File: config.mk
export PLATFORM = sky130hd
export DESIGN_NAME = mem_bus_ctrl
export DESIGN_NICKNAME = d
export VERILOG_FILES = /design/src/logic/mem_bus_pkg.sv /design/src/logic/mem_bus_ctrl.sv /design/src/logic/mem_port_sequencer.sv /design/src/logic/req_latch_pair.sv /design/src/logic/bus_slave_capture.sv
export SDC_FILE = /design/constraint.sdc
export NUM_CORES = 1
export LEC_CHECK = 0
export BUFFER_PORTS_ARGS = -buffer_cell sky130_fd_sc_hd__buf_2
export CORE_AREA = 2 2 252 254
export CTS_BUF_LIST = sky130_fd_sc_hd__clkbuf_16
export DETAILED_ROUTE_END_ITERATION = 10
export DIE_AREA = 0 0 254 256
export PLACE_DENSITY = 0.67
export SETUP_SLACK_MARGIN = 0.02
export SYNTH_ARGS = -nofsm -noshare
export SYNTH_HDL_FRONTEND = slang
export SYNTH_SLANG_ARGS = --single-unit
File: constraint.sdc
create_clock -name bus_clk -period 22.3 [get_ports bus_clk]
set_input_delay 4.46 -clock bus_clk [delete_from_list [all_inputs] [get_ports bus_clk]]
set_output_delay 4.46 -clock bus_clk [all_outputs]
set_load 0.02 [all_outputs]
File: src/logic/mem_bus_pkg.sv
// Shared bus formats, request and memory-port structs, size and source codes,
// and the fixed transfer constants of the memory-side bus controller
`default_nettype none

package mem_bus_pkg;

   ////////////////////////////////////////////////////////////////////////////
   // Fixed sizes of the bus format
   ////////////////////////////////////////////////////////////////////////////

   // 32-bit data beats per transfer
   localparam int BEATS      = 4;
   // Cycles from the mem_en cycle to valid read data
   localparam int MEM_LAT    = 2;
   localparam int LINE_BYTES = 32;

   ////////////////////////////////////////////////////////////////////////////
   // Codes
   ////////////////////////////////////////////////////////////////////////////

   typedef enum logic [1:0]
   {
      SRC_IC,
      SRC_DC,
      SRC_DMA
   } src_t;

   // Transfer size in bytes, log2 coded
   typedef enum logic [2:0]
   {
      SZ_1,
      SZ_2,
      SZ_4,
      SZ_8,
      SZ_16
   } size_t;

   ////////////////////////////////////////////////////////////////////////////
   // Structs
   ////////////////////////////////////////////////////////////////////////////

   // Header beat from a requester, rw high for a write
   typedef struct packed
   {
      logic [15:0] addr;
      logic        rw;
      size_t       size;
      src_t        src;
   } bus_cmd_t;

   // One buffered request, write data low word first
   typedef struct packed
   {
      logic [15:0]         addr;
      logic                rw;
      size_t               size;
      src_t                src;
      logic [BEATS*32-1:0] data;
   } mem_req_t;

   typedef struct packed
   {
      logic [14:0]             addr;
      logic                    en;
      logic                    wr;
      logic [LINE_BYTES-1:0]   be;
      logic [LINE_BYTES*8-1:0] wdata;
   } mem_port_t;

   // Return beat, dest one-hot as {DMA, DC, IC}
   typedef struct packed
   {
      logic [31:0] data;
      logic [2:0]  dest;
   } bus_ret_t;

endpackage

`default_nettype wire
File: src/logic/mem_bus_ctrl.sv
// Memory-side bus controller top with capture, latch pair and sequencer
`timescale 1ns/10ps
`default_nettype none

module mem_bus_ctrl
(
   input  logic                   bus_clk,
   input  logic                   rst_n,
   // Requester bus
   input  logic                   cmd_valid,
   input  mem_bus_pkg::bus_cmd_t  cmd,
   input  logic [31:0]            cmd_data,
   output logic                   ack,
   // Arbitration and return
   output logic                   br,
   input  logic                   bg,
   output logic                   ret_valid,
   output mem_bus_pkg::bus_ret_t  ret,
   // Memory array
   output mem_bus_pkg::mem_port_t mem,
   input  logic [255:0]           mem_rdata
);
   import mem_bus_pkg::*;

   logic     wr_full;
   logic     push;
   mem_req_t push_req;
   logic     rd_valid;
   mem_req_t rd_req;
   logic     rd_done;

   bus_slave_capture u_capture
   (
      .bus_clk   (bus_clk),
      .rst_n     (rst_n),
      .cmd_valid (cmd_valid),
      .cmd       (cmd),
      .cmd_data  (cmd_data),
      .wr_full   (wr_full),
      .ack       (ack),
      .push      (push),
      .push_req  (push_req)
   );

   req_latch_pair u_latches
   (
      .bus_clk  (bus_clk),
      .rst_n    (rst_n),
      .push     (push),
      .push_req (push_req),
      .rd_done  (rd_done),
      .wr_full  (wr_full),
      .rd_valid (rd_valid),
      .rd_req   (rd_req)
   );

   mem_port_sequencer u_sequencer
   (
      .bus_clk   (bus_clk),
      .rst_n     (rst_n),
      .rd_valid  (rd_valid),
      .rd_req    (rd_req),
      .rd_done   (rd_done),
      .mem       (mem),
      .mem_rdata (mem_rdata),
      .br        (br),
      .bg        (bg),
      .ret_valid (ret_valid),
      .ret       (ret)
   );

endmodule

`default_nettype wire

File: src/logic/mem_port_sequencer.sv
// Memory access sequencer with write data alignment, read latency wait
// and bus-master return of the read half-line
`timescale 1ns/10ps
`default_nettype none

module mem_port_sequencer
(
   input  logic                   bus_clk,
   input  logic                   rst_n,
   input  logic                   rd_valid,
   input  mem_bus_pkg::mem_req_t  rd_req,
   output logic                   rd_done,
   output mem_bus_pkg::mem_port_t mem,
   input  logic [255:0]           mem_rdata,
   output logic                   br,
   input  logic                   bg,
   output logic                   ret_valid,
   output mem_bus_pkg::bus_ret_t  ret
);
   import mem_bus_pkg::*;

   typedef enum logic [2:0]
   {
      IDLE,
      ACCESS,
      WAIT_MEM,
      REQ_BUS,
      RETURN
   } state_t;

   state_t              state;
   logic [1:0]          lat_cnt;
   logic [1:0]          beat_cnt;
   logic [BEATS*32-1:0] rdata_q;
   logic [BEATS*32-1:0] wdata_shift;
   logic [15:0]         be_shift;
   logic                hi_half;
   logic                mem_ready;

   // Byte enables of a transfer before alignment
   function automatic logic [15:0] size_mask(input size_t sz);
      case (sz)
         SZ_1:    size_mask = 16'h0001;
         SZ_2:    size_mask = 16'h0003;
         SZ_4:    size_mask = 16'h000f;
         SZ_8:    size_mask = 16'h00ff;
         SZ_16:   size_mask = 16'hffff;
         default: size_mask = 16'h0000;
      endcase
   endfunction

   function automatic logic [2:0] src_dest(input src_t src);
      case (src)
         SRC_IC:  src_dest = 3'b001;
         SRC_DC:  src_dest = 3'b010;
         SRC_DMA: src_dest = 3'b100;
         default: src_dest = 3'b000;
      endcase
   endfunction

   ////////////////////////////////////////////////////////////////////////////
   // Control FSM
   ////////////////////////////////////////////////////////////////////////////

   assign mem_ready = (state == WAIT_MEM) && (lat_cnt == 2'(MEM_LAT - 1));

   always_ff @(posedge bus_clk)
   begin
      if (!rst_n)
      begin
         state    <= IDLE;
         lat_cnt  <= '0;
         beat_cnt <= '0;
      end
      else
      begin
         case (state)
            IDLE:
            begin
               if (rd_valid)
                  state <= ACCESS;
            end
            ACCESS:
            begin
               lat_cnt <= '0;
               state   <= WAIT_MEM;
            end
            WAIT_MEM:
            begin
               // Writes retire one cycle after the memory strobe
               if (rd_req.rw)
                  state <= IDLE;
               else if (mem_ready)
                  state <= REQ_BUS;
               else
                  lat_cnt <= lat_cnt + 2'd1;
            end
            REQ_BUS:
            begin
               beat_cnt <= '0;
               if (bg)
                  state <= RETURN;
            end
            RETURN:
            begin
               beat_cnt <= beat_cnt + 2'd1;
               if (beat_cnt == 2'(BEATS - 1))
                  state <= IDLE;
            end
            default:
               state <= IDLE;
         endcase
      end
   end

   ////////////////////////////////////////////////////////////////////////////
   // Memory port
   ////////////////////////////////////////////////////////////////////////////

   assign hi_half     = rd_req.addr[4];
   assign wdata_shift = rd_req.data << {rd_req.addr[3:0], 3'b000};
   assign be_shift    = size_mask(rd_req.size) << rd_req.addr[3:0];

   always_comb
   begin
      mem.addr  = rd_req.addr[14:0];
      mem.en    = (state == ACCESS);
      mem.wr    = (state == ACCESS) && rd_req.rw;
      mem.be    = hi_half ? {be_shift, 16'h0000} : {16'h0000, be_shift};
      mem.wdata = hi_half ? {wdata_shift, {BEATS*32{1'b0}}}
                          : {{BEATS*32{1'b0}}, wdata_shift};
   end

   // Keep only the addressed half of the line
   always_ff @(posedge bus_clk)
   begin
      if (mem_ready && !rd_req.rw)
         rdata_q <= hi_half ? mem_rdata[255:128] : mem_rdata[127:0];
   end

   ////////////////////////////////////////////////////////////////////////////
   // Bus return
   ////////////////////////////////////////////////////////////////////////////

   assign br        = (state == REQ_BUS);
   assign ret_valid = (state == RETURN);
   assign ret       = '{data: rdata_q[{beat_cnt, 5'b00000} +: 32],
                        dest: src_dest(rd_req.src)};

   assign rd_done = ((state == WAIT_MEM) && rd_req.rw) ||
                    ((state == RETURN) && (beat_cnt == 2'(BEATS - 1)));

endmodule

`default_nettype wire

File: src/logic/req_latch_pair.sv
// Two-entry request buffer made of a write latch feeding a read latch
`timescale 1ns/10ps
`default_nettype none

module req_latch_pair
(
   input  logic                  bus_clk,
   input  logic                  rst_n,
   input  logic                  push,
   input  mem_bus_pkg::mem_req_t push_req,
   input  logic                  rd_done,
   output logic                  wr_full,
   output logic                  rd_valid,
   output mem_bus_pkg::mem_req_t rd_req
);
   import mem_bus_pkg::*;

   mem_req_t wr_q;
   mem_req_t rd_q;
   logic     wr_v;
   logic     rd_v;
   logic     move;

   // Forward when the read latch is empty or being freed this cycle
   assign move = wr_v && (!rd_v || rd_done);

   always_ff @(posedge bus_clk)
   begin
      if (!rst_n)
      begin
         wr_v <= 1'b0;
         rd_v <= 1'b0;
      end
      else
      begin
         // push only arrives with the write latch empty
         if (push)
            wr_v <= 1'b1;
         else if (move)
            wr_v <= 1'b0;

         if (move)
            rd_v <= 1'b1;
         else if (rd_done)
            rd_v <= 1'b0;
      end
   end

   always_ff @(posedge bus_clk)
   begin
      if (push)
         wr_q <= push_req;
      if (move)
         rd_q <= wr_q;
   end

   assign wr_full  = wr_v;
   assign rd_valid = rd_v;
   assign rd_req   = rd_q;

endmodule

`default_nettype wire

File: src/logic/bus_slave_capture.sv
// Bus slave front end that acknowledges headers, gathers write beats
// and pushes one request into the latch pair
`timescale 1ns/10ps
`default_nettype none

module bus_slave_capture
(
   input  logic                  bus_clk,
   input  logic                  rst_n,
   input  logic                  cmd_valid,
   input  mem_bus_pkg::bus_cmd_t cmd,
   input  logic [31:0]           cmd_data,
   input  logic                  wr_full,
   output logic                  ack,
   output logic                  push,
   output mem_bus_pkg::mem_req_t push_req
);
   import mem_bus_pkg::*;

   typedef enum logic [1:0]
   {
      IDLE,
      ACK,
      DATA,
      PUSH
   } state_t;

   state_t              state;
   bus_cmd_t            hdr;
   logic [BEATS*32-1:0] data;
   logic [1:0]          beat_cnt;
   logic                take_hdr;

   // A header is taken only when the write latch has room
   assign take_hdr = (state == IDLE) && cmd_valid && !wr_full;

   always_ff @(posedge bus_clk)
   begin
      if (!rst_n)
      begin
         state    <= IDLE;
         beat_cnt <= '0;
      end
      else
      begin
         case (state)
            IDLE:
            begin
               if (take_hdr)
                  state <= ACK;
            end
            ACK:
            begin
               beat_cnt <= '0;
               state    <= hdr.rw ? DATA : PUSH;
            end
            DATA:
            begin
               beat_cnt <= beat_cnt + 2'd1;
               if (beat_cnt == 2'(BEATS - 1))
                  state <= PUSH;
            end
            default:
               state <= IDLE;
         endcase
      end
   end

   ////////////////////////////////////////////////////////////////////////////
   // Header and write data
   ////////////////////////////////////////////////////////////////////////////

   always_ff @(posedge bus_clk)
   begin
      if (take_hdr)
         hdr <= cmd;
      // Low word arrives first and ends up at the bottom
      if (state == ACK)
         data <= '0;
      else if (state == DATA)
         data <= {cmd_data, data[BEATS*32-1:32]};
   end

   assign ack  = (state == ACK);
   assign push = (state == PUSH);

   assign push_req = '{addr: hdr.addr, rw: hdr.rw, size: hdr.size, src: hdr.src,
                       data: data};

endmodule

`default_nettype wire

== Word level (Yosys, flattened, before mapping) ==
Index checks and enable logic that the tools add are counted.
Operators by class
  add/subtract/negate cells: 3
  equal/unequal tests: 24
  reduce and logical (&&, ||, !) cells: 25
  muxes and demuxes: 24
  shift operators: 3
Operators by type and width (count)
  $mux W256: 1
  $mux W128: 1
  $shiftx A128 B8 Y32: 1
  $shl A128 B7 Y128: 1
  $pmux W16 S5: 1
  $mux W32: 1
  $shl A16 B4 Y16: 1
  $mux W3: 5
  $pmux W3 S5: 1
  $eq A3 B2 Y1 const B: 4
  $pmux W2 S2: 3
  $eq A2 B2 Y1 const B: 5
  $reduce_bool A2 Y1: 5
  $pmux W3 S3: 1
  $logic_and A1 B1 Y1: 8
  $mux W2: 4
  $ne A2 B1 Y1 const B: 4
  $add A2 B1 Y2 const B: 3
  $eq A2 B1 Y1 const B: 3
  $eq A3 B1 Y1 const B: 2
  $eq A3 B3 Y1 const B: 2
  $logic_not A3 Y1: 2
  $ne A2 B2 Y1 const B: 3
  $pmux W2 S3: 1
  other kinds (8): 16
Word-level totals
  register bits: 588
  output and inout port bits: 343
  input port bits: 314

== Logic depth before layout (Yosys ltp) ==
Gate-level depths: netlist of the first run.
  word-level depth: 7
  depth in mapped cells: 9
  depth with buffers taken out: 6

== Hierarchy ==
Synthesis of the first run repeated with hierarchy kept, for this count alone.
Second synthesis, totals
  cells, all modules: 2144
  area, all modules: 28342.2 µm²
Modules (own cells, without submodules)
  mem_port_sequencer: area an instance 13730.7 µm², times used 1, cells an instance 1369, seq. area each 3983.8 µm²
  req_latch_pair: area an instance 9102.5 µm², times used 1, cells an instance 309, seq. area each 9048.7 µm²
  bus_slave_capture: area an instance 5509.0 µm², times used 1, cells an instance 466, seq. area each 3303.2 µm²

== Least setup slack after synthesis of the first run ==
Ideal clock, no wire load.
  path kind: register to register
  from: register u_sequencer.state[1]
  to: register u_sequencer.rdata_q[0], enable pin
  setup slack: 12.052 ns
  data arrival time: 9.476 ns
  clock period less this slack: 10.248 ns
  stages on the path, launching flop included: 5
  cells stage by stage: dfxtp_1 > clkbuf_1 > nor2b_1 > nand2_1 > nor3_1
Between the ends
  word-level cells in the longest chain between the ends: 3
RTL lines
  start, declared: RTL line mem_port_sequencer.sv:31  | state_t state;
  start signal, assigned: RTL line mem_port_sequencer.sv:71  | state <= IDLE;
  start signal, assigned: RTL line mem_port_sequencer.sv:81  | state <= ACCESS;
  start signal, assigned: RTL line mem_port_sequencer.sv:86  | state <= WAIT_MEM;
  $eq A3 B2 Y1: RTL line mem_port_sequencer.sv:65  | assign mem_ready = (state == WAIT_MEM) && (lat_cnt == 2'(MEM_LAT - 1));
  $logic_and A1 B1 Y1: RTL line mem_port_sequencer.sv:65
  $logic_and A1 B1 Y1: RTL line mem_port_sequencer.sv:137  | if (mem_ready && !rd_req.rw)
  end signal, assigned: RTL line mem_port_sequencer.sv:138  | rdata_q <= hi_half ? mem_rdata[255:128] : mem_rdata[127:0];
  end, declared: RTL line mem_port_sequencer.sv:34  | logic [BEATS*32-1:0] rdata_q;
No other way between the ends.
A chain may end at the register's enable or synchronous reset.

==> qor.yml, run 1 <==
status: "completed"
grt_max_degree: 157
yosys.area.top_type: "edfxtp_1"
insertion_delay_ns: 0.65
die_y_um: 256
timing.rr.end: "u_latches.rd_req[132]"
finalWirelength_mm: 120
async_flop_share_pct: 0
path_cells: "buf_4, buf_4, or3b_1, o22ai_1, a211oi_1, nor2_1, buf_2"
synthTopCellsByArea: "edfxtp_1 47%, dfxtp_1 9.9%, mux2i_1 9.2%"
cp_slowest_cell: "buf_4"
track_usage_pct: 35.7
final.period_utilization_pct: 39.4
hold_path_class: "flop to flop"
endpoint: "mem[98]"
fillerInstances: 5280
crit_buf_inv: 3
r2r_start: "u_sequencer.beat_cnt[0]"
dr_total_vias: 22400
synth_top_area_share_pct: 47.1
finClkSkew_ns: 0.0419
viasPerCell: 6.12
synth.most_common_cell: "edfxtp_1"
setup.worst_path.start: "u_latches.rd_req[136]"
timing.max_cap.violations: 0
start_kind: "flop"
ant_nets: 0
post_cts_buffers: 0
grt_overflow_total: 0
ctsRootBufferMaster: "clkbuf_16"
dp_hpwl_mm: 90.7
synth_edf_count: 447
rows: 92
io_buffers: 655
finalSetupViolations: 0
rsz0062_at_grt: "no"
yosysWarnings: 0
cpLargestDelayFamily: "buffers and inverters"
ctsLongestPathBuffers: 3
dieArea_mm2: 0.0650
cts_sinks: 588
numCtsBuffers: 60
ys_seq_elements: 588
cp_data_required_time_ns: 17.84
crit_fanout: 92
hold_buffers: 0
tightestPinTransition_ns: 1.33
post-route-min-period_ns: 8.78
grt_pass1_vias: 20300
drc_errors: 0
firstDrtPassIters: 8
die_w_um: 254
cts.repair.resized: 0
drt_iter0_markers: 3109
cts_tree: "built"
grt_pass1_wl_mm: 161
ir_worst_vdd_v: 0.000101
core_area_mm2: 0.0624
crit_type: "flop to output port"
synth_fp_nets: 2510
hold_viol_final: 0
fmax_ghz: 0.114
htree_levels: 2
synth_cell_types: 67
crit_top_cell: "buf_4"
reg2regPathDepth: 8
ys_seq_area_share_pct: 57.0
slew-limit-headroom_pct: 11.1
tns_ns: 0
num-nets-final: 3071
ios: 657
antenna_found_initial: 54
p_leak_nw: 13.3
drive_gt1_share_pct: 38.5
critPathCaptureType: "output port"
routedWlPerCell_um: 32.6
gp_congestion: 0.998
critPathMaxStageDelay_ns: 0.89
syn_area_mm2: 0.0285
path_depth: 7
r2r_setup_slack_ns: 18.25
start_util_pct: 45.7
area_growth_pct: 20.1
setup_ws_ns: 13.52
cp.arrival_ns: 4.32
ys.flop_type: "edfxtp_1"
synthCells: 2188
synth_commonest_cells: "447 x edfxtp_1, 348 x nor2_1, 262 x mux2i_1"
avgSynthCellArea_um2: 13.0
slew_violations: 0
power.density_mw_per_mm2: 84.0
pre_cts_slack_ns: 14.31
cts.reportedPaths.clkPinSlew_ns: 0.06
-- metal layers --
metal	wire [um]	GRT usage (%)	up-vias
met3	12300	6.84	214
li1	-	-	9485
met1	51400	53.4	11200
met2	52900	53.6	1472
met5	12	0	-
met4	2950	8.25	2
-- state kept, by name, summed over array words and instances (netlist names) --
| register | count |
|---|---|
| u_capture.push_req | 21 |
| u_sequencer.state | 3 |
| u_sequencer.rdata_q | 128 |
| u_latches.wr_full | 1 |
| u_capture.data | 128 |
| u_capture.beat_cnt | 2 |
| u_capture.state | 2 |
| u_latches.rd_req | 149 |
| u_sequencer.beat_cnt | 2 |
| u_sequencer.lat_cnt | 2 |
| u_latches.wr_q | 149 |
| u_latches.rd_valid | 1 |
-- layout make-up --
type | count | area [um2] | share of cell area (%)
multi-input cells | 1390 | 11300 | 32.9
clock buffers | 60 | 1500 | 4.39
inverters | 19 | 71.3 | 0.208
repair buffers | 690 | 3570 | 10.4
diodes | 17 | 42.5 | 0.124
flip-flops and latches | 588 | 16200 | 47.5
well taps | 846 | 1060 | 3.09
clock inverters | 53 | 490 | 1.43
-- through the flow --
| step | hold slack [ns] | utilization [%] | power [mW] | instance area [um2] | std cells |
|---|---|---|---|---|---|
| final | 0.400 | 54.9 | 2.87 | 34200 | 3663 |
| after global routing | 0.417 | 54.8 | 2.96 | 34200 | 3657 |
| after CTS | 0.406 | 54.8 | 2.88 | 34200 | 3646 |
| after detailed placement | 0.405 | 51.6 | 1.87 | 32200 | 3533 |
| after global placement | 0.401 | 51.6 | 1.86 | 32200 | 3533 |
| after floorplan | 0.400 | - | 1.67 | 28500 | 2188 |
-- placed cells by master (no fill, tap or decap), types with 26 or more instances in the layout --
master / instances
mux2_2: 187
a22oi_1: 27
mux2i_1: 262
buf_2: 655
o22ai_1: 110
nand2_1: 46
a21oi_1: 41
inv_1: 26
mux4_2: 64
clkbuf_16: 60
edfxtp_1: 447
o21ai_0: 28
nor2_1: 348
dfxtp_1: 139
buf_4: 33
-- how the worst min path moves through the flow --
stage | end | startpoint | depth (start not counted) | slack (ns)
after floorplan | u_latches.rd_req[0] | u_latches.wr_q[0] | 0 | 0.40
after global placement | u_latches.wr_q[142] | u_capture.push_req[142] | 0 | 0.40
after detailed placement | u_latches.rd_req[101] | u_latches.wr_q[101] | 0 | 0.40
after CTS | u_latches.rd_req[96] | u_latches.wr_q[96] | 0 | 0.41
after global routing | u_latches.rd_req[111] | u_latches.wr_q[111] | 0 | 0.42
final | u_latches.rd_req[111] | u_latches.wr_q[111] | 0 | 0.40
-- power by group --
part | switching, mW | total, mW | leakage, nW | internal [mW]
logic | 0.321 | 0.495 | 7.16 | 0.174
registers | 0.0803 | 1.36 | 5.16 | 1.28
clock network | 0.441 | 1.01 | 1.00 | 0.573
-- kinds of logic after synthesis --
| family | share of synthesized area [%] |
|---|---|
| AOI/OAI and AO/OA | 9.40 |
| adders and majority gates | 0.351 |
| buffers and inverters | 3.75 |
| DFF | 57.0 |
| muxes | 22.2 |
| and+or+nand+nor | 7.32 |
Power figures use the tool's default switching activity.
==> inputs of run 2 (changes only) <==
==> constraint.sdc (replaced) <==
create_clock -name bus_clk -period 8.9 [get_ports bus_clk]
set_input_delay 1.78 -clock bus_clk [delete_from_list [all_inputs] [get_ports bus_clk]]
set_output_delay 1.78 -clock bus_clk [all_outputs]
set_load 0.02 [all_outputs]
==> run 2 against run 1 <==
- utilization decreased by 0.14 points
- total power increased by 150%
- die area unchanged
- sequential cell count unchanged
- sequential power increased to 2.5 times the previous value
- first-iteration DRC count increased by 14%
- sequential share of layout area increased by 0.12 points
- clock-buffer cell count increased by 2
- setup slack got worse by 11 ns
- clock power increased by 140%
- largest power group unchanged
==> qor.yml, run 2 (synthesized netlist as in run 1, its figures left out) <==
rsz0062_at_grt: "no"
layout_common_cells: "655 x buf_2, 447 x edfxtp_1, 348 x nor2_1"
timing.max_cap.violations: 0
timing.rr.end: "u_sequencer.rdata_q[64]"
htree_levels: 2
dieArea_mm2: 0.0650
regArea_mm2: 0.0162
switching_share_pct: 29.3
start_kind: "flop"
ctsLongestPathBuffers: 3
setup.worst_path.start: "u_latches.rd_req[135]"
core_area_mm2: 0.0624
status: "completed"
hold_viol_final: 0
hp-start: "u_latches.wr_q[103]"
p_int_mw: 5.04
drt_iter0_markers: 3550
post_cts_buffers: 0
grt_overflow_total: 0
final.period_utilization_pct: 69.7
final_common_cell: "buf_2"
drc_errors: 0
r2r_start: "u_sequencer.state[1]"
cts_tree: "built"
final_util_pct: 54.7
tightestPinTransition_ns: 1.43
finalWirelength_mm: 118
holdWs_ns: 0.410
area_growth_pct: 19.8
cts.repair.resized: 0
ir_worst_vdd_v: 0.000220
dp_hpwl_mm: 90.2
ios: 657
hold_path_class: "flop to flop"
clockPowerShare_pct: 34.6
multiInputGateArea_mm2: 0.0113
r2r_setup_slack_ns: 5.81
die_w_um: 254
cp_slowest_cell: "o21ai_0"
power.density_mw_per_mm2: 209
cts.reportedPaths.clkPinSlew_ns: 0.06
slew_violations: 0
ctsRootBufferMaster: "clkbuf_16"
ant_nets: 0
grt_pass1_wl_mm: 160
viasPerCell: 6.12
crit_fanout: 115
min_path_cells: 0
die_y_um: 256
cts_sinks: 588
combPwrFrac_pct: 17.4
firstDrtPassIters: 8
p_leak_nw: 13.3
slew-limit-headroom_pct: 3.92
cp.arrival_ns: 4.43
grt_pass1_vias: 20400
routedWlPerCell_um: 32.3
grt_max_degree: 150
tns_ns: 0
switchingPower_mw: 2.09
drive_gt1_share_pct: 38.4
start_util_pct: 45.7
hold_buffers: 0
path_cells: "buf_12, buf_4, mux2_2, o21ai_0, o22ai_1, buf_2"
seqPwrFrac_pct: 48.0
numCtsBuffers: 61
critPathCaptureType: "output port"
num-nets-final: 3069
dr_total_vias: 22400
fillerInstances: 5330
crit_type: "flop to output port"
min_to: "u_latches.rd_req[103]"
insertion_delay_ns: 0.64
io_buffers: 655
rows: 92
finalSetupViolations: 0
critPathMaxStageDelay_ns: 1.09
track_usage_pct: 35.2
post-route-min-period_ns: 6.21
cp_data_required_time_ns: 7.12
finClkSkew_ns: 0.0238
gp_congestion: 1.04
antenna_found_initial: 41
fmax_ghz: 0.161
reg2regPathDepth: 5
run 2: metrics by stage:
step | worst slack [ns] | power [mW] | area, um2 | instances
finish | 2.69 | 7.12 | 34100 | 3658
global route | 2.71 | 7.35 | 34100 | 3655
CTS | 2.97 | 7.13 | 34100 | 3646
detailed placement | 3.66 | 4.69 | 32200 | 3530
global placement | 3.67 | 4.65 | 32200 | 3530
floorplan | 0.763 | 4.18 | 28500 | 2188
run 2: worst max path at each step:
stage / to / slack (ns) / cells past startpoint
6_report: mem[217] / 2.69 / 6
5_1_grt: mem[97] / 2.71 / 7
3_5_place_dp: mem[217] / 3.66 / 6
2_1_floorplan: u_latches.rd_req[0] / 0.76 / 5
4_1_cts: mem[217] / 2.97 / 6
3_3_place_gp: mem[97] / 3.67 / 7
run 2: area by class of cell:
cell class                      instances  area share (%)
Inverter                               19           0.209
Timing Repair Buffer                  687            10.4
Clock buffer                           62            4.54
Antenna cell                           12          0.0879
Multi-Input combinational cell       1390            33.0
Tap cell                              846            3.10
Sequential cell                       588            47.6
Clock inverter                         54            1.14
run 2: power groups by stage:
| stage | clock [mW] | sequential [mW] | combinational, mW |
|---|---|---|---|
| 2_1_floorplan | 0 | 3.37 | 0.806 |
| 3_3_place_gp | 0 | 3.46 | 1.20 |
| 3_5_place_dp | 0 | 3.47 | 1.22 |
| 4_1_cts | 2.49 | 3.41 | 1.22 |
| 5_1_grt | 2.61 | 3.44 | 1.31 |
| 6_report | 2.46 | 3.42 | 1.24 |
run 2: critical path: cells and delay by family (launching register included):
family,cells,cell delay [ns]
buf+inv,3,1.45
compound gates,2,1.39
flops,1,0.37
mux,1,0.44
run 2: layer usage:
layer	wire length (um)	global-route usage, %	part of all wire, %
met1	51100	52.9	43
met2	51400	51.2	44
met3	11900	6.96	10
met4	3700	10.6	3.1
met5	13	0	0.011
